### src/logic/sl_pkg.sv
// shared constants and bundles for a two-bus observer; depth and pointer width must stay consistent
`default_nettype none

package sl_pkg;

  // ----------------------------------------
  // sizes
  // ----------------------------------------
  // implemented trigger slots
  localparam int NUM_TRIGGERS = 4;
  // fifo depth, also the outstanding limit per bus
  localparam int OBI_MAX_OUTSTANDING = 4;
  // pointer width for a power-of-two depth
  localparam int OBI_PTR_W = $clog2(OBI_MAX_OUTSTANDING);
  // outstanding count width, must hold OBI_MAX_OUTSTANDING itself
  localparam int CNT_W = 3;

  // ----------------------------------------
  // trigger fields
  // ----------------------------------------
  localparam logic [31:0] TDATA1_DEFAULT = 32'hF800_0000;
  localparam int TRIG_TYPE_LSB = 28;
  localparam int TRIG_TYPE_MSB = 31;
  localparam logic [3:0] TRIG_TYPE_ETRIGGER = 4'd5;
  // mode enables inside tdata1 for exception triggers
  localparam int ET_M_BIT = 9;
  localparam int ET_U_BIT = 6;

  // ----------------------------------------
  // bundles
  // ----------------------------------------
  // one retirement as seen on the trace port
  typedef struct packed {
    logic       valid;
    logic       dbg_mode;
    logic       is_dret;
    logic       trap;
    logic       exception;
    logic [4:0] exception_cause;
    logic       is_mmode;
    logic       is_umode;
  } sl_retire_t;

  // controller pc update, pc_is_trap covers exception and bus error muxes
  typedef struct packed {
    logic pc_set;
    logic pc_is_trap;
  } sl_ctrl_t;

  // handshake of one observed obi bus
  typedef struct packed {
    logic req;
    logic gnt;
    logic gntpar;
    logic rvalid;
  } sl_obi_t;

  // per-bus monitor result
  typedef struct packed {
    logic             addr_ph_cont;
    logic             resp_ph_cont;
    logic [CNT_W-1:0] v_addr_ph_cnt;
    logic             gntpar_err;
  } sl_obi_status_t;

  // attributes replayed with a data response
  typedef struct packed {
    logic is_store;
    logic integrity;
    logic gntpar_err;
  } sl_data_attr_t;

  // attributes replayed with an instruction response
  typedef struct packed {
    logic integrity;
    logic gntpar_err;
  } sl_instr_attr_t;

  // core event flags
  typedef struct packed {
    logic first_fetch;
    logic first_debug_ins;
    logic recorded_dbg_req;
    logic req_after_exception;
  } sl_event_t;

endpackage

`default_nettype wire
### src/logic/support_logic.sv
// observer top for instruction and data obi only; adds no latency to any submodule output
`timescale 1ns/1ps
`default_nettype none

module support_logic (
  input  logic                   in_support_if,
  input  logic                   rst_n_i,
  input  sl_pkg::sl_retire_t     retire_i,
  input  sl_pkg::sl_ctrl_t       ctrl_i,
  input  sl_pkg::sl_obi_t        instr_bus_i,
  input  sl_pkg::sl_obi_t        data_bus_i,
  input  logic                   fetch_enable_i,
  input  logic                   debug_req_i,
  input  logic                   instr_integrity_i,
  input  logic                   data_integrity_i,
  input  logic                   data_is_store_i,
  input  logic                   psel_i,
  input  logic                   penable_i,
  input  logic                   pwrite_i,
  input  logic [4:0]             paddr_i,
  input  logic [31:0]            pwdata_i,
  output logic [31:0]            prdata_o,
  output logic                   pready_o,
  output logic                   pslverr_o,
  output sl_pkg::sl_obi_status_t instr_status_o,
  output sl_pkg::sl_obi_status_t data_status_o,
  output sl_pkg::sl_instr_attr_t instr_resp_attr_o,
  output sl_pkg::sl_data_attr_t  data_resp_attr_o,
  output logic                   etrig_hit_o,
  output sl_pkg::sl_event_t      events_o
);

  // request side attributes, parity error comes from the monitor
  sl_pkg::sl_instr_attr_t instr_attr;
  sl_pkg::sl_data_attr_t  data_attr;

  assign instr_attr = '{integrity: instr_integrity_i, gntpar_err: instr_status_o.gntpar_err};
  assign data_attr  = '{is_store: data_is_store_i, integrity: data_integrity_i,
                        gntpar_err: data_status_o.gntpar_err};

  // ----------------------------------------
  // bus monitors
  // ----------------------------------------
  obi_phase_monitor u_instr_monitor (
    .in_support_if (in_support_if),
    .rst_n_i       (rst_n_i),
    .bus_i         (instr_bus_i),
    .status_o      (instr_status_o)
  );

  obi_phase_monitor u_data_monitor (
    .in_support_if (in_support_if),
    .rst_n_i       (rst_n_i),
    .bus_i         (data_bus_i),
    .status_o      (data_status_o)
  );

  // ----------------------------------------
  // attribute replay
  // ----------------------------------------
  req_attribute_fifo #(.attr_t(sl_pkg::sl_instr_attr_t)) u_instr_attr_fifo (
    .in_support_if (in_support_if),
    .rst_n_i       (rst_n_i),
    .bus_i         (instr_bus_i),
    .attr_i        (instr_attr),
    .resp_attr_o   (instr_resp_attr_o)
  );

  req_attribute_fifo #(.attr_t(sl_pkg::sl_data_attr_t)) u_data_attr_fifo (
    .in_support_if (in_support_if),
    .rst_n_i       (rst_n_i),
    .bus_i         (data_bus_i),
    .attr_i        (data_attr),
    .resp_attr_o   (data_resp_attr_o)
  );

  // ----------------------------------------
  // triggers and core events
  // ----------------------------------------
  exception_trigger_unit u_etrig (
    .in_support_if (in_support_if),
    .rst_n_i       (rst_n_i),
    .psel_i        (psel_i),
    .penable_i     (penable_i),
    .pwrite_i      (pwrite_i),
    .paddr_i       (paddr_i),
    .pwdata_i      (pwdata_i),
    .prdata_o      (prdata_o),
    .pready_o      (pready_o),
    .pslverr_o     (pslverr_o),
    .retire_i      (retire_i),
    .etrig_hit_o   (etrig_hit_o)
  );

  core_event_tracker u_events (
    .in_support_if  (in_support_if),
    .rst_n_i        (rst_n_i),
    .retire_i       (retire_i),
    .ctrl_i         (ctrl_i),
    .data_bus_i     (data_bus_i),
    .fetch_enable_i (fetch_enable_i),
    .debug_req_i    (debug_req_i),
    .events_o       (events_o)
  );

endmodule

`default_nettype wire

### src/logic/core_event_tracker.sv
// flags follow retirement order; debug request window covers at most two retirements
`timescale 1ns/1ps
`default_nettype none

module core_event_tracker (
  input  logic               in_support_if,
  input  logic               rst_n_i,
  input  sl_pkg::sl_retire_t retire_i,
  input  sl_pkg::sl_ctrl_t   ctrl_i,
  input  sl_pkg::sl_obi_t    data_bus_i,
  input  logic               fetch_enable_i,
  input  logic               debug_req_i,
  output sl_pkg::sl_event_t  events_o
);

  // fetch_enable was seen since reset
  logic       fetch_enable_q;
  // a debug-mode retirement already happened
  logic       dbg_ins_flag_q;
  // last retirement was an untrapped dret
  logic       dret_q;
  logic       rec_dbg_req_q;
  // retirements left before the debug request record expires
  logic [1:0] dbg_cnt_q;
  // trap taken, no retirement since
  logic       exc_active_q;
  logic       data_gnt_q;
  logic       req_after_exc_q;
  logic       trap_taken;

  assign trap_taken = ctrl_i.pc_set & ctrl_i.pc_is_trap;

  // ----------------------------------------
  // startup and debug entry
  // ----------------------------------------
  always_ff @(posedge in_support_if) begin
    if (!rst_n_i) begin
      fetch_enable_q <= 1'b0;
      dbg_ins_flag_q <= 1'b0;
      dret_q         <= 1'b0;
    end else begin
      if (fetch_enable_i) begin
        fetch_enable_q <= 1'b1;
      end
      if (retire_i.valid) begin
        dbg_ins_flag_q <= retire_i.dbg_mode;
        if (retire_i.is_dret && !retire_i.trap) begin
          dret_q <= 1'b1;
        end
      end
      // leaving debug rearms the first instruction flag
      if (dret_q) begin
        dbg_ins_flag_q <= 1'b0;
        dret_q         <= 1'b0;
      end
    end
  end

  // ----------------------------------------
  // debug request record
  // ----------------------------------------
  // request on a retiring cycle lasts one more retirement, otherwise two
  always_ff @(posedge in_support_if) begin
    if (!rst_n_i) begin
      rec_dbg_req_q <= 1'b0;
      dbg_cnt_q     <= '0;
    end else if (retire_i.valid) begin
      if (debug_req_i) begin
        rec_dbg_req_q <= 1'b1;
        dbg_cnt_q     <= 2'd1;
      end else if (dbg_cnt_q != '0) begin
        dbg_cnt_q <= dbg_cnt_q - 1'b1;
      end else begin
        rec_dbg_req_q <= 1'b0;
      end
    end else if (debug_req_i) begin
      rec_dbg_req_q <= 1'b1;
      dbg_cnt_q     <= 2'd2;
    end
  end

  // ----------------------------------------
  // data request after exception
  // ----------------------------------------
  always_ff @(posedge in_support_if) begin
    if (!rst_n_i) begin
      exc_active_q    <= 1'b0;
      data_gnt_q      <= 1'b0;
      req_after_exc_q <= 1'b0;
    end else begin
      data_gnt_q <= data_bus_i.gnt;
      if (trap_taken) begin
        exc_active_q <= 1'b1;
        if (data_bus_i.req && data_gnt_q) begin
          req_after_exc_q <= 1'b1;
        end
      end else if (retire_i.valid) begin
        exc_active_q    <= 1'b0;
        req_after_exc_q <= 1'b0;
      end else if (exc_active_q && data_gnt_q && data_bus_i.req) begin
        req_after_exc_q <= 1'b1;
      end
    end
  end

  always_comb begin
    events_o                     = '0;
    events_o.first_fetch         = fetch_enable_i & ~fetch_enable_q;
    events_o.first_debug_ins     = retire_i.valid & retire_i.dbg_mode & ~dbg_ins_flag_q;
    events_o.recorded_dbg_req    = rec_dbg_req_q;
    events_o.req_after_exception = req_after_exc_q;
  end

  // core startup is reported once per reset
  a_first_fetch_once: assert property (@(posedge in_support_if) disable iff (!rst_n_i)
    events_o.first_fetch |=> always !events_o.first_fetch);

endmodule

`default_nettype wire

### src/logic/exception_trigger_unit.sv
// apb completer with one wait state per transfer; only exception triggers are decoded
`timescale 1ns/1ps
`default_nettype none

module exception_trigger_unit (
  input  logic               in_support_if,
  input  logic               rst_n_i,
  input  logic               psel_i,
  input  logic               penable_i,
  input  logic               pwrite_i,
  input  logic [4:0]         paddr_i,
  input  logic [31:0]        pwdata_i,
  output logic [31:0]        prdata_o,
  output logic               pready_o,
  output logic               pslverr_o,
  input  sl_pkg::sl_retire_t retire_i,
  output logic               etrig_hit_o
);

  // ----------------------------------------
  // apb access
  // ----------------------------------------
  logic                                    access;
  logic                                    complete;
  logic                                    pready_q;
  logic [1:0]                              trig_idx;
  logic                                    sel_tdata2;
  logic                                    idx_err;
  logic [sl_pkg::NUM_TRIGGERS-1:0][31:0]   tdata1_q;
  logic [sl_pkg::NUM_TRIGGERS-1:0][31:0]   tdata2_q;
  logic [sl_pkg::NUM_TRIGGERS-1:0]         hit;

  assign access     = psel_i & penable_i;
  assign complete   = access & pready_q;
  // bits 1:0 are byte offset and ignored
  assign trig_idx   = paddr_i[4:3];
  assign sel_tdata2 = paddr_i[2];
  assign idx_err    = (int'(trig_idx) >= sl_pkg::NUM_TRIGGERS);

  // ready on the second access cycle, dropped again right after completion
  always_ff @(posedge in_support_if) begin
    if (!rst_n_i) begin
      pready_q <= 1'b0;
    end else begin
      pready_q <= access & ~pready_q;
    end
  end

  assign pready_o  = pready_q;
  assign pslverr_o = complete & idx_err;

  // register file, writes land at completion
  always_ff @(posedge in_support_if) begin
    if (!rst_n_i) begin
      tdata1_q <= {sl_pkg::NUM_TRIGGERS{sl_pkg::TDATA1_DEFAULT}};
      tdata2_q <= '0;
    end else if (complete && pwrite_i && !idx_err) begin
      if (sel_tdata2) begin
        tdata2_q[trig_idx] <= pwdata_i;
      end else begin
        tdata1_q[trig_idx] <= pwdata_i;
      end
    end
  end

  // read data only driven on a good read completion
  always_comb begin
    prdata_o = '0;
    if (complete && !pwrite_i && !idx_err) begin
      prdata_o = sel_tdata2 ? tdata2_q[trig_idx] : tdata1_q[trig_idx];
    end
  end

  // ----------------------------------------
  // hit detection
  // ----------------------------------------
  // type 5, cause bit set in tdata2, and enable for the current privilege
  for (genvar t = 0; t < sl_pkg::NUM_TRIGGERS; t++) begin : g_trig
    always_comb begin
      hit[t] = retire_i.valid
        && retire_i.exception
        && (tdata1_q[t][sl_pkg::TRIG_TYPE_MSB:sl_pkg::TRIG_TYPE_LSB]
            == sl_pkg::TRIG_TYPE_ETRIGGER)
        && tdata2_q[t][retire_i.exception_cause]
        && ((retire_i.is_mmode && tdata1_q[t][sl_pkg::ET_M_BIT])
            || (retire_i.is_umode && tdata1_q[t][sl_pkg::ET_U_BIT]));
    end
  end

  assign etrig_hit_o = |hit;

  // host must hold psel and penable until ready
  a_pready_in_access: assert property (@(posedge in_support_if) disable iff (!rst_n_i)
    pready_o |-> access);

endmodule

`default_nettype wire

### src/logic/req_attribute_fifo.sv
// depth must be a power of two; output reads zero on any cycle without rvalid
`timescale 1ns/1ps
`default_nettype none

module req_attribute_fifo #(
  parameter type attr_t = logic
) (
  input  logic            in_support_if,
  input  logic            rst_n_i,
  input  sl_pkg::sl_obi_t bus_i,
  input  attr_t           attr_i,
  output attr_t           resp_attr_o
);

  // ----------------------------------------
  // storage
  // ----------------------------------------
  attr_t                        mem_q [sl_pkg::OBI_MAX_OUTSTANDING];
  logic [sl_pkg::OBI_PTR_W-1:0] wr_ptr_q;
  logic [sl_pkg::OBI_PTR_W-1:0] rd_ptr_q;
  // entries held, needs one more bit than the pointers
  logic [sl_pkg::CNT_W-1:0]     fill_q;
  logic                         push;
  logic                         pop;
  logic                         full;

  // push on address phase acceptance, pop on the response
  assign push = bus_i.req & bus_i.gnt;
  assign pop  = bus_i.rvalid;
  assign full = (fill_q == sl_pkg::CNT_W'(sl_pkg::OBI_MAX_OUTSTANDING));

  always_ff @(posedge in_support_if) begin
    if (push) begin
      mem_q[wr_ptr_q] <= attr_i;
    end
  end

  // pointers wrap on their own width
  always_ff @(posedge in_support_if) begin
    if (!rst_n_i) begin
      wr_ptr_q <= '0;
      rd_ptr_q <= '0;
      fill_q   <= '0;
    end else begin
      if (push) begin
        wr_ptr_q <= wr_ptr_q + 1'b1;
      end
      if (pop) begin
        rd_ptr_q <= rd_ptr_q + 1'b1;
      end
      case ({push, pop})
        2'b10:   fill_q <= fill_q + 1'b1;
        2'b01:   fill_q <= fill_q - 1'b1;
        default: fill_q <= fill_q;
      endcase
    end
  end

  // ----------------------------------------
  // response side
  // ----------------------------------------
  // oldest entry belongs to the response on the bus this cycle
  always_comb begin
    if (pop) begin
      resp_attr_o = mem_q[rd_ptr_q];
    end else begin
      resp_attr_o = '0;
    end
  end

  // a pop in the same cycle frees the slot being written
  a_no_push_full: assert property (@(posedge in_support_if) disable iff (!rst_n_i)
    (push && !pop) |-> !full);

  // responses only come for stored requests
  a_no_pop_empty: assert property (@(posedge in_support_if) disable iff (!rst_n_i)
    pop |-> fill_q != '0);

endmodule

`default_nettype wire

### src/logic/obi_phase_monitor.sv
// observes one obi bus only; assumes in-order responses, never earlier than the cycle after grant
`timescale 1ns/1ps
`default_nettype none

module obi_phase_monitor (
  input  logic                   in_support_if,
  input  logic                   rst_n_i,
  input  sl_pkg::sl_obi_t        bus_i,
  output sl_pkg::sl_obi_status_t status_o
);

  // address phase accepted this cycle
  logic                     accept;
  // req was waiting for gnt last cycle
  logic                     req_wait_q;
  // accepted but unanswered requests
  logic [sl_pkg::CNT_W-1:0] cnt_q;
  // parity error seen earlier in the current address phase
  logic                     gntpar_err_q;
  logic                     gntpar_err;

  assign accept = bus_i.req & bus_i.gnt;

  // gntpar must be the inverse of gnt, a mismatch sticks until the phase ends
  assign gntpar_err = bus_i.req & ((bus_i.gnt == bus_i.gntpar) | gntpar_err_q);

  // ----------------------------------------
  // phase state
  // ----------------------------------------
  always_ff @(posedge in_support_if) begin
    if (!rst_n_i) begin
      req_wait_q   <= 1'b0;
      gntpar_err_q <= 1'b0;
      cnt_q        <= '0;
    end else begin
      req_wait_q <= bus_i.req & ~bus_i.gnt;
      // only carry the error across waiting cycles
      if (bus_i.req && !bus_i.gnt) begin
        gntpar_err_q <= gntpar_err;
      end else begin
        gntpar_err_q <= 1'b0;
      end
      // accept and rvalid together leave the count unchanged
      case ({accept, bus_i.rvalid})
        2'b10:   cnt_q <= cnt_q + 1'b1;
        2'b01:   cnt_q <= cnt_q - 1'b1;
        default: cnt_q <= cnt_q;
      endcase
    end
  end

  always_comb begin
    status_o               = '0;
    status_o.addr_ph_cont  = bus_i.req & req_wait_q;
    status_o.resp_ph_cont  = bus_i.rvalid & (cnt_q != '0);
    status_o.v_addr_ph_cnt = cnt_q;
    status_o.gntpar_err    = gntpar_err;
  end

  // ----------------------------------------
  // checks
  // ----------------------------------------
  // the core never issues more than the fifo depth
  a_cnt_limit: assert property (@(posedge in_support_if) disable iff (!rst_n_i)
    cnt_q <= sl_pkg::CNT_W'(sl_pkg::OBI_MAX_OUTSTANDING));

  // a response needs an earlier accepted request
  a_no_orphan_rvalid: assert property (@(posedge in_support_if) disable iff (!rst_n_i)
    bus_i.rvalid |-> cnt_q != '0);

endmodule

`default_nettype wire

### config.mk
export PLATFORM = sky130hd
export DESIGN_NAME = support_logic
export DESIGN_NICKNAME = d
export VERILOG_FILES = /design/src/logic/sl_pkg.sv /design/src/logic/support_logic.sv /design/src/logic/core_event_tracker.sv /design/src/logic/exception_trigger_unit.sv /design/src/logic/req_attribute_fifo.sv /design/src/logic/obi_phase_monitor.sv
export SDC_FILE = /design/constraint.sdc
export NUM_CORES = 1
export LEC_CHECK = 0
export BUFFER_PORTS_ARGS = -buffer_cell sky130_fd_sc_hd__buf_2
export CORE_MARGIN = 3
export CORE_UTILIZATION = 55
export DETAILED_ROUTE_END_ITERATION = 16
export PLACE_DENSITY = 0.74
export SKIP_LAST_GASP = 1
export SYNTH_ARGS = -nofsm -noshare
export SYNTH_HDL_FRONTEND = slang
export SYNTH_SLANG_ARGS = --single-unit
### constraint.sdc
create_clock -name in_support_if -period 4.3 [get_ports in_support_if]
set_clock_uncertainty 0.1 [all_clocks]
set_input_delay 0.215 -clock in_support_if [delete_from_list [all_inputs] [get_ports in_support_if]]
set_output_delay 0.215 -clock in_support_if [all_outputs]
set_load 0.01 [all_outputs]
==> flow_metrics.env, run 1 <==
export IMPL_num_rows=59
export IMPL_yosysSeqAreaShare=0.4226
export IMPL_synth_most_common_cell="nand2_1"
export IMPL_fmax_mhz=343.3
export IMPL_netlist_top_cells_area="dfxtp_1 (38%), mux4_2 (14%), nand2_1 (13%), a21boi_0 (11%), edfxtp_1 (4.0%)"
export IMPL_peakVddDrop_v=0.0002950
export IMPL_cts_reportedPaths_clkPinSlew_ps=50
export IMPL_antenna_found_initial=3
export IMPL_holdBufCountCts=52
export IMPL_cap_violations=0
export IMPL_critPathRequiredTime_ps=3980
export IMPL_synth_nets=1696
export IMPL_synth_cell_type_count=52
export IMPL_finalSetupViolations=0
export IMPL_status="complete, no violations"
export IMPL_drt_iter0_drc=1104
export IMPL_reg2reg_slack_ps=1700
export IMPL_ctsResizeCount=0
export IMPL_synth_seq_cells=308
export IMPL_io_buffers=121
export IMPL_ys_warn_count=0
export IMPL_htreeDepth=2
export IMPL_critPathArrivalTime_ps=2600
export IMPL_syn_cell_area_sq_um=15060
export IMPL_grt_max_degree=169
export IMPL_power_leakage_nw=6.151
export IMPL_grt_use_met2=0.4631
export IMPL_synthTopCellsByCount="nand2_1 (533), dfxtp_1 (288), a21boi_0 (229)"
export IMPL_die_h_um=171.5
export IMPL_post_route_period_util=0.6774
export IMPL_worstSetupPathType="in -> out"
export IMPL_period_minus_slack_ps=2913
export IMPL_hold_end="u_instr_monitor.req_wait_q"
export IMPL_grt_overflow=0
export IMPL_gp_congestion=0.8764
export IMPL_holdPathStages=2
export IMPL_area_delta_synth_final_pct=13.83
export IMPL_synthCells=1614
export IMPL_grt_util_met3=0.05516
export IMPL_cts_tree="yes"
export IMPL_tightestPinTransition_ps=1083
export IMPL_io_pins=125
export IMPL_die_w_um=171.5
export IMPL_synth_top_area_frac=0.3827
export IMPL_hold_violations=0
export IMPL_wl_per_cell_um=20.26
export IMPL_rsz0062_at_grt="no"
export IMPL_dp_final_hpwl_um=26370
export IMPL_nFillCells=2152
export IMPL_via_count=12130
export IMPL_cp_start_kind="input pin"
export IMPL_fin_cells=2048
export IMPL_cts_buffers=34
export IMPL_core_sq_um=26500
export IMPL_maxSlewViolCount=0
export IMPL_fin_area_sq_um=17150
export IMPL_synth_edf_count=20
export IMPL_synth_top_area_cell="dfxtp_1"
export IMPL_postRouteAntennaNets=0
export IMPL_grt_pass1_wl_um=65870
export IMPL_nNetsFinal=1771
export IMPL_grt_pass1_vias=11967
export IMPL_path_max_fanout=19
export IMPL_endpoint_kind="output port"
export IMPL_hold_start="instr_bus_i[2]"
export IMPL_setup_tns_ps=0
export IMPL_cts_sinks=308
export IMPL_place_inst=1936
export IMPL_drive_gt1_frac=0.1743
export IMPL_cts_buffer_depth=3
export IMPL_die_area_sq_um=29410
export IMPL_slew_headroom=0.2781
export IMPL_reg2reg_depth=6
export IMPL_cts_setup_buffers=0
export IMPL_vias_per_cell=5.923
export IMPL_start_util=0.5684
export IMPL_seq_area_sq_um=6366
export IMPL_drc_errors=0
export IMPL_powerDensity_nw_per_um2=360.5
export IMPL_multi_input_area_sq_um=7913
export IMPL_synthArstFlopShare=0
export IMPL_grt_use_met1=0.3767
export IMPL_synth_flop_cell="dfxtp_1"
export IMPL_rr_startpoint="u_etrig.pready_o"
export IMPL_clk_latency_ps=510
export IMPL_grt_use_total=0.2845
export IMPL_place_area_sq_um=15560
export IMPL_drt_pass1_iterations=5
export IMPL_gr_max_usage_layer="met2"
export IMPL_wirelength_um=41500
export IMPL_cts_root_buf="clkbuf_16"
export IMPL_syn_avg_cell_area_sq_um=9.334
export IMPL_worstHoldPathType="in -> reg"
export IMPL_r2r_end="u_etrig.tdata1_q[111]"
==> worst max path at each step <==
stage,from,cells past startpoint,to,slack [ps]
CTS,retire_i[3],8,etrig_hit_o,1400
floorplan,retire_i[3],6,etrig_hit_o,2310
global route,retire_i[3],8,etrig_hit_o,1120
detailed placement,retire_i[3],8,etrig_hit_o,1400
finish,retire_i[3],8,etrig_hit_o,1390
global placement,retire_i[3],7,etrig_hit_o,1450
==> critical path, stage by stage <==
cell and delay, ps:
buf_2 460, buf_4 430, mux4_2 540, nor3b_1 240
nor4b_1 120, o21ai_0 190, nand4_1 180, buf_2 200
==> cells by family after synthesis <==
family / Yosys count / share of synthesized area
and+or+nand+nor: 687 / 0.1896
DFF: 308 / 0.4226
AOI/OAI and AO/OA: 277 / 0.1362
buffers and inverters: 172 / 0.05432
muxes: 144 / 0.1782
adders and majority gates: 13 / 0.01179
xor gates and xnor gates: 12 / 0.006977
other: 1 / 0.0002489
==> area by class of cell <==
| type | count | area share |
|---|---|---|
| diodes | 3 | 0.0004378 |
| clock buffers | 54 | 0.06049 |
| clock inverters | 3 | 0.001094 |
| inverters | 13 | 0.002846 |
| multi-input cells | 1134 | 0.4614 |
| flip-flops and latches | 308 | 0.3713 |
| well taps | 335 | 0.02444 |
| repair buffers | 198 | 0.07800 |
==> state kept, by name, indices dropped and copies added, names as in the netlist, 2 cells and up, named ones only <==
signal,cells
u_data_attr_fifo.wr_ptr_q,2
u_etrig.tdata1_q,128
u_instr_attr_fifo.rd_ptr_q,2
u_instr_attr_fifo.wr_ptr_q,2
u_etrig.tdata2_q,128
u_data_attr_fifo.mem_q,12
u_instr_monitor.cnt_q,3
u_events.dbg_cnt_q,2
u_data_attr_fifo.rd_ptr_q,2
u_data_monitor.cnt_q,3
u_instr_attr_fifo.mem_q,8
==> layer usage <==
| metal | routed length (um) | part of all wire |
|---|---|---|
| met2 | 19850 | 0.48 |
| met5 | 0 | 0 |
| met4 | 1388 | 0.033 |
| met1 | 17390 | 0.42 |
| met3 | 2872 | 0.069 |
==> metrics by stage <==
step                hold slack (ps)  worst slack, ps  utilization  power [mW]
global route                  20.69             1122       0.6470       6.389
detailed placement            284.3             1398       0.5873       3.420
global placement              278.5             1449       0.5873       3.412
floorplan                     192.0             2311            -       3.310
CTS                          0.7327             1399       0.6468       6.214
finish                        10.62             1387       0.6470       6.182
==> power breakdown <==
| part | internal (mW) | switching, mW |
|---|---|---|
| Clock | 1.65 | 1.14 |
| Sequential | 2.92 | 0.0227 |
| Combinational | 0.207 | 0.249 |
| Total | 4.77 | 1.41 |
==> cells in the final DEF, fill, tap and decap left out, drive strengths merged, types with 2 or more instances in the layout <==
cell,n
or4bb,2
mux4,98
nand3b,5
nor2,43
xor2,4
dlygate4sd3,52
a21boi,243
nand2,533
nand3,31
edfxtp,20
clkinv,2
a31oi,2
and2,20
buf,146
and3b,2
nor3b,5
nand4,3
dfxtp,288
o21ai,12
a2bb2oi,2
nor2b,10
xnor2,8
a21oi,2
fa,2
diode,3
and3,12
mux2i,44
nand2b,6
or3,4
a22oi,7
ha,11
clkbuf,54
nor3,7
mux2,2
inv,14
o31a,2
No activity file was read; power rests on OpenSTA's default activity.
==> run 2, diff against run 1 <==
- ABC_AREA: default -> 1
- clock period: 4.3 -> 2.7 ns (I/O delays scaled with it)
==> flow_metrics.env, run 2 <==
export IMPL_path_max_fanout=28
export IMPL_place_area_sq_um=15060
export IMPL_die_h_um=166.7
export IMPL_synth_nets=2061
export IMPL_setup_tns_ps=0
export IMPL_tightestPinTransition_ps=1000
export IMPL_post_route_period_util=0.9171
export IMPL_antenna_cells=0
export IMPL_htreeDepth=2
export IMPL_die_w_um=166.7
export IMPL_p_comb_frac=0.084
export IMPL_drc_errors=0
export IMPL_synth_mux_area_frac=0
export IMPL_gp_congestion=0.9204
export IMPL_worstHoldPathType="in -> reg"
export IMPL_yosys_area_share_simple=0.1796
export IMPL_grt_pass1_vias=13152
export IMPL_grt_overflow=0
export IMPL_cp_start_kind="flop"
export IMPL_switchingPower_mw=2.460
export IMPL_p_clk_frac=0.460
export IMPL_synth_most_common_cell="nand2_1"
export IMPL_nNetsFinal=2173
export IMPL_dp_final_hpwl_um=27470
export IMPL_wl_per_cell_um=18.30
export IMPL_finalSetupViolations=0
export IMPL_reg2reg_slack_ps=240
export IMPL_drt_pass1_iterations=5
export IMPL_synth_edf_count=20
export IMPL_max_stage_delay_ps=420
export IMPL_final_common_cell="nand2_1"
export IMPL_status="complete, no violations"
export IMPL_synthCells=1979
export IMPL_period_minus_slack_ps=2476
export IMPL_synth_top_area_cell="dfxtp_1"
export IMPL_grt_max_degree=109
export IMPL_powerDensity_nw_per_um2=609.7
export IMPL_area_delta_synth_final_pct=18.39
export IMPL_internal_power_mw=7.785
export IMPL_fmax_mhz=403.9
export IMPL_syn_avg_cell_area_sq_um=7.173
export IMPL_yosysSeqAreaShare=0.4485
export IMPL_seqPwrFrac=0.456
export IMPL_rsz0062_at_grt="no"
export IMPL_final_util=0.6654
export IMPL_synth_top_family_by_area="compound AO/OA/AOI/OAI gates"
export IMPL_ctsResizeCount=0
export IMPL_reg_top3="u_etrig.tdata1_q: 128 flops, u_etrig.tdata2_q: 128 flops, u_data_attr_fifo.mem_q: 12 flops"
export IMPL_via_count=14125
export IMPL_endpoint_kind="output port"
export IMPL_whs_ps=56.49
export IMPL_drt_iter0_drc=1859
export IMPL_antenna_found_initial=0
export IMPL_cts_buffers=34
export IMPL_synthAdderAreaFrac=0.01252
export IMPL_wirelength_um=44720
export IMPL_swShare=0.2401
export IMPL_critPathRequiredTime_ps=2470
export IMPL_cp_slowest_cell="a311oi_1"
export IMPL_cts_sinks=308
export IMPL_peakVddDrop_v=0.0005630
export IMPL_core_sq_um=25250
export IMPL_cts_reportedPaths_clkPinSlew_ps=60
export IMPL_grt_pass1_wl_um=70390
export IMPL_synth_seq_cells=308
export IMPL_hold_end="u_etrig.tdata2_q[3]"
export IMPL_synth_cell_type_count=39
export IMPL_synthXorXnorAreaFrac=0.001851
export IMPL_power_leakage_nw=6.536
export IMPL_synthArstFlopShare=0
export IMPL_slew_headroom=0.3321
export IMPL_reg2reg_depth=7
export IMPL_crit_chain="inv_2 -> nor3_2 -> buf_12 -> inv_1 -> a311oi_1 -> buf_2"
export IMPL_ys_warn_count=0
export IMPL_critPathArrivalTime_ps=2240
export IMPL_io_buffers=121
export IMPL_critPathLaunch="u_etrig.pready_o"
export IMPL_synth_compound_area_frac=0.2481
export IMPL_syn_cell_area_sq_um=14190
export IMPL_worstSetupPathType="reg -> out"
export IMPL_synth_top_area_frac=0.4062
export IMPL_cap_violations=0
export IMPL_rr_startpoint="u_etrig.pready_o"
export IMPL_synthTopCellsByCount="nand2_1 (292), dfxtp_1 (288), o21ai_0 (280)"
export IMPL_cts_root_buf="clkbuf_16"
export IMPL_synth_flop_cell="dfxtp_1"
export IMPL_die_area_sq_um=27770
export IMPL_cts_tree="yes"
export IMPL_cts_buffer_depth=3
export IMPL_start_util=0.5621
export IMPL_num_rows=58
export IMPL_grt_use_total=0.3095
export IMPL_drive_gt1_frac=0.1116
export IMPL_clk_latency_ps=510
export IMPL_cts_setup_buffers=0
export IMPL_netlist_top_cells_area="dfxtp_1 (41%), o21ai_0 (9.9%), a21oi_1 (8.2%), nand2_1 (7.7%), inv_1 (6.4%)"
export IMPL_io_pins=125
export IMPL_fin_area_sq_um=16800
export IMPL_hold_violations=0
export IMPL_holdPathStages=4
export IMPL_postRouteAntennaNets=0
export IMPL_layout_common_cells="nand2_1 (290), dfxtp_1 (288), o21ai_0 (280), inv_1 (242), a21oi_1 (233)"
export IMPL_vias_per_cell=5.779
export IMPL_maxSlewViolCount=0
export IMPL_nFillCells=2205
export IMPL_r2r_end="u_etrig.tdata1_q[99]"
export IMPL_hold_start="pwrite_i"
-- run 2: cell count changes in the layout (fill, tap and decap cells not counted), moves of 55 or more --
cell / change
a21boi_0: -227
inv_1: +229
nor2_1: +124
o21ai_0: +269
a21oi_1: +231
nand3_1: +93
nand2_1: -243
mux4_2: -94
o22ai_1: +55
-- run 2: metrics by stage --
step / setup WS, ps / std cells / total power [mW]
3_3_place_gp: 411.5 / 2325 / 5.521
3_5_place_dp: 327.4 / 2325 / 5.537
5_1_grt: 51.73 / 2444 / 10.55
2_1_floorplan: 916.0 / 1979 / 5.209
6_report: 223.9 / 2444 / 10.25
4_1_cts: 265.3 / 2444 / 10.25
-- run 2: per-layer routing --
layer  GRT usage  share of wire
met1      0.4320           0.42
met2      0.4874           0.45
met3     0.05554          0.093
met4      0.1069          0.030
met5           0              0
-- run 2: final cells by class --
cell class / instances / area (sq um) / area share
Inverter: 251 / 942.2 / 0.05606
Multi-Input combinational cell: 1279 / 6321 / 0.3761
Sequential cell: 308 / 6366 / 0.3788
Clock buffer: 52 / 1082 / 0.06440
Timing Repair Buffer: 217 / 1620 / 0.09642
Clock inverter: 7 / 60.06 / 0.003574
Tap cell: 330 / 412.9 / 0.02457
-- run 2: critical path, delay by kind of cell (launching register included) --
kind	cells	cell delay [ps]
AOI/OAI and AO/OA	1	420
buffers and inverters	4	710
DFF	1	360
and+or+nand+nor	1	220
-- run 2: power by group through the flow --
| stage | sequential (mW) | clock [mW] | combinational [mW] |
|---|---|---|---|
| floorplan | 4.77 | 0 | 0.438 |
| global placement | 4.77 | 0 | 0.752 |
| detailed placement | 4.77 | 0 | 0.767 |
| CTS | 4.67 | 4.74 | 0.838 |
| global route | 4.68 | 4.94 | 0.934 |
| finish | 4.67 | 4.71 | 0.864 |
-- run 2: worst max path at each step --
stage                             to  slack [ps]  cells past startpoint
2_1_floorplan           prdata_o[18]         920                      5
3_3_place_gp   u_etrig.tdata1_q[100]         410                      7
3_5_place_dp    u_etrig.tdata1_q[98]         330                      7
4_1_cts         u_etrig.tdata1_q[99]         270                      7
5_1_grt        u_etrig.tdata1_q[100]          50                      7
6_report                prdata_o[24]         220                      6
-- run 2: repair_timing --
| action | CTS | global route |
|---|---|---|
| hold buffers | 60 | 0 |
| endpoints found under the setup margin | 0 | 0 |
| endpoints found under the hold margin | 297 | 0 |
-- run 2: cell families after synthesis --
group           after synthesis
compound gates              647
xor+xnor                      3
fa+ha+maj                    13
buf+inv                     392
flops                       308
other cells                   1
simple gates                615
==> run 3, diff against run 2 <==
- CELL_PAD_IN_SITES_DETAIL_PLACEMENT: default -> 1
- CELL_PAD_IN_SITES_GLOBAL_PLACEMENT: default -> 2
- CORE_UTILIZATION: 55 -> 34
- PLACE_DENSITY: 0.74 -> default
- PLACE_DENSITY_LB_ADDON: default -> 0.1
==> flow_metrics.env, run 3 (synthesis results as in run 2) <==
export IMPL_status="complete, no violations"
export IMPL_critPathRequiredTime_ps=3050
export IMPL_r2r_end="u_etrig.tdata1_q[7]"
export IMPL_start_util=0.3461
export IMPL_layout_common_cells="nand2_1 (290), dfxtp_1 (288), o21ai_0 (280), inv_1 (242), a21oi_1 (233)"
export IMPL_die_h_um=210.3
export IMPL_grt_max_degree=75
export IMPL_drc_errors=0
export IMPL_cts_reportedPaths_clkPinSlew_ps=60
export IMPL_rsz0062_at_grt="no"
export IMPL_cap_violations=0
export IMPL_drt_pass1_iterations=5
export IMPL_io_buffers=121
export IMPL_drt_iter0_drc=1005
export IMPL_worstSetupPathType="reg -> reg"
export IMPL_powerDensity_nw_per_um2=608.6
export IMPL_gp_congestion=0.8165
export IMPL_clk_latency_ps=560
export IMPL_wl_per_cell_um=20.98
export IMPL_reg2reg_depth=8
export IMPL_antenna_found_initial=1
export IMPL_peakVddDrop_v=0.0003696
export IMPL_cts_setup_buffers=0
export IMPL_hold_violations=0
export IMPL_die_w_um=210.3
export IMPL_grt_overflow=0
export IMPL_num_rows=74
export IMPL_grt_use_total=0.2521
export IMPL_place_inst=2544
export IMPL_setup_tns_ps=0
export IMPL_drive_gt1_frac=0.1216
export IMPL_worstHoldPathType="in -> reg"
export IMPL_grt_pass1_wl_um=86300
export IMPL_die_area_sq_um=44240
export IMPL_post_route_period_util=0.9244
export IMPL_vias_per_cell=5.302
export IMPL_hold_start="pwrite_i"
export IMPL_hold_end="u_etrig.tdata1_q[123]"
export IMPL_holdPathStages=6
export IMPL_critPathArrivalTime_ps=2840
export IMPL_cts_buffers=38
export IMPL_wirelength_um=56050
export IMPL_fin_cells=2672
export IMPL_slew_headroom=0.2917
export IMPL_fmax_mhz=400.6
export IMPL_reg2reg_slack_ps=200
export IMPL_area_delta_synth_final_pct=21.74
export IMPL_tightestPinTransition_ps=1061
export IMPL_finalSetupViolations=0
export IMPL_cts_buffer_depth=3
export IMPL_path_max_fanout=37
export IMPL_maxSlewViolCount=0
export IMPL_rr_startpoint="u_etrig.pready_o"
export IMPL_nNetsFinal=2196
export IMPL_dp_final_hpwl_um=36490
export IMPL_postRouteAntennaNets=0
export IMPL_cts_sinks=308
export IMPL_cts_root_buf="clkbuf_16"
export IMPL_cts_tree="yes"
export IMPL_io_pins=125
export IMPL_power_leakage_nw=6.662
export IMPL_core_sq_um=41020
export IMPL_cp_start_kind="flop"
export IMPL_grt_pass1_vias=14260
export IMPL_via_count=14166
export IMPL_period_minus_slack_ps=2496
export IMPL_endpoint_kind="flop"
export IMPL_final_common_cell="nand2_1"
export IMPL_htreeDepth=2
export IMPL_reg_top3="u_etrig.tdata1_q: 128 flops, u_etrig.tdata2_q: 128 flops, u_data_attr_fifo.mem_q: 12 flops"
export IMPL_ctsResizeCount=0
[run 3: cell types whose count changed in the layout (fill, tap and decap cells not counted), sizes merged]
cell	change
buf	+17
clkinv	+4
dlygate4sd3	+2
inv	+2
bufinv	-1
clkinvlp	+1
diode	+1
[run 3: layer usage]
layer / GRT usage / share of wire / vias to the layer above
met4: 0.05301 / 0.014 / 0
li1: - / - / 6880
met3: 0.02992 / 0.035 / 52
met5: 0 / 0 / -
met1: 0.3650 / 0.50 / 6998
met2: 0.4067 / 0.45 / 236
[run 3: cell type report]
cell class	instances	area, sq um
sequential	308	6366
antenna	1	2.502
multi-input combinational	1279	6321
clock inverter	13	86.33
fill	5122	23740
tap	532	665.6
clock buffer	52	1104
inverter	251	942.2
timing repair buffer	236	1793
[run 3: worst max path at each step]
| stage | depth (start not counted) | endpoint | from |
|---|---|---|---|
| floorplan | 5 | prdata_o[18] | u_etrig.pready_o |
| global placement | 7 | u_etrig.tdata1_q[72] | u_etrig.pready_o |
| detailed placement | 7 | u_etrig.tdata1_q[75] | u_etrig.pready_o |
| CTS | 6 | prdata_o[28] | u_etrig.pready_o |
| global route | 8 | u_etrig.tdata1_q[35] | u_etrig.pready_o |
| finish | 8 | u_etrig.tdata1_q[7] | u_etrig.pready_o |
[run 3: timing repair]
action | in CTS | in global routing
setup endpoints to repair | 0 | 0
hold buffers | 62 | 0
hold endpoints to repair | 305 | 0
[run 3: critical path, cell delays in order, from the launching register on]
cell and delay [ps]:
dfxtp_1 350, inv_2 70, nor3b_4 360, nand2_4 140
nor2_4 130, inv_2 380, nor2_1 210, nor2_1 60
dlygate4sd3_1 550
[run 3: per-stage QoR]
| step | instance area (sq um) | hold WS, ps | util | total power [mW] | setup WS [ps] |
|---|---|---|---|---|---|
| 2_1_floorplan | 14190 | 111.9 | - | 5.209 | 916.0 |
| 3_3_place_gp | 15470 | 203.3 | 0.3771 | 5.594 | 605.9 |
| 3_5_place_dp | 15470 | 207.9 | 0.3771 | 5.612 | 560.0 |
| 4_1_cts | 17280 | 133.3 | 0.4212 | 10.65 | 184.4 |
| 5_1_grt | 17280 | 187.2 | 0.4212 | 10.93 | 36.41 |
| 6_report | 17280 | 163.6 | 0.4213 | 10.52 | 204.0 |
[run 3: report_power, final]
part | switching [mW] | internal (mW)
Combinational | 0.616 | 0.297
Clock | 2.07 | 2.86
Sequential | 0.0282 | 4.65
Total | 2.72 | 7.80
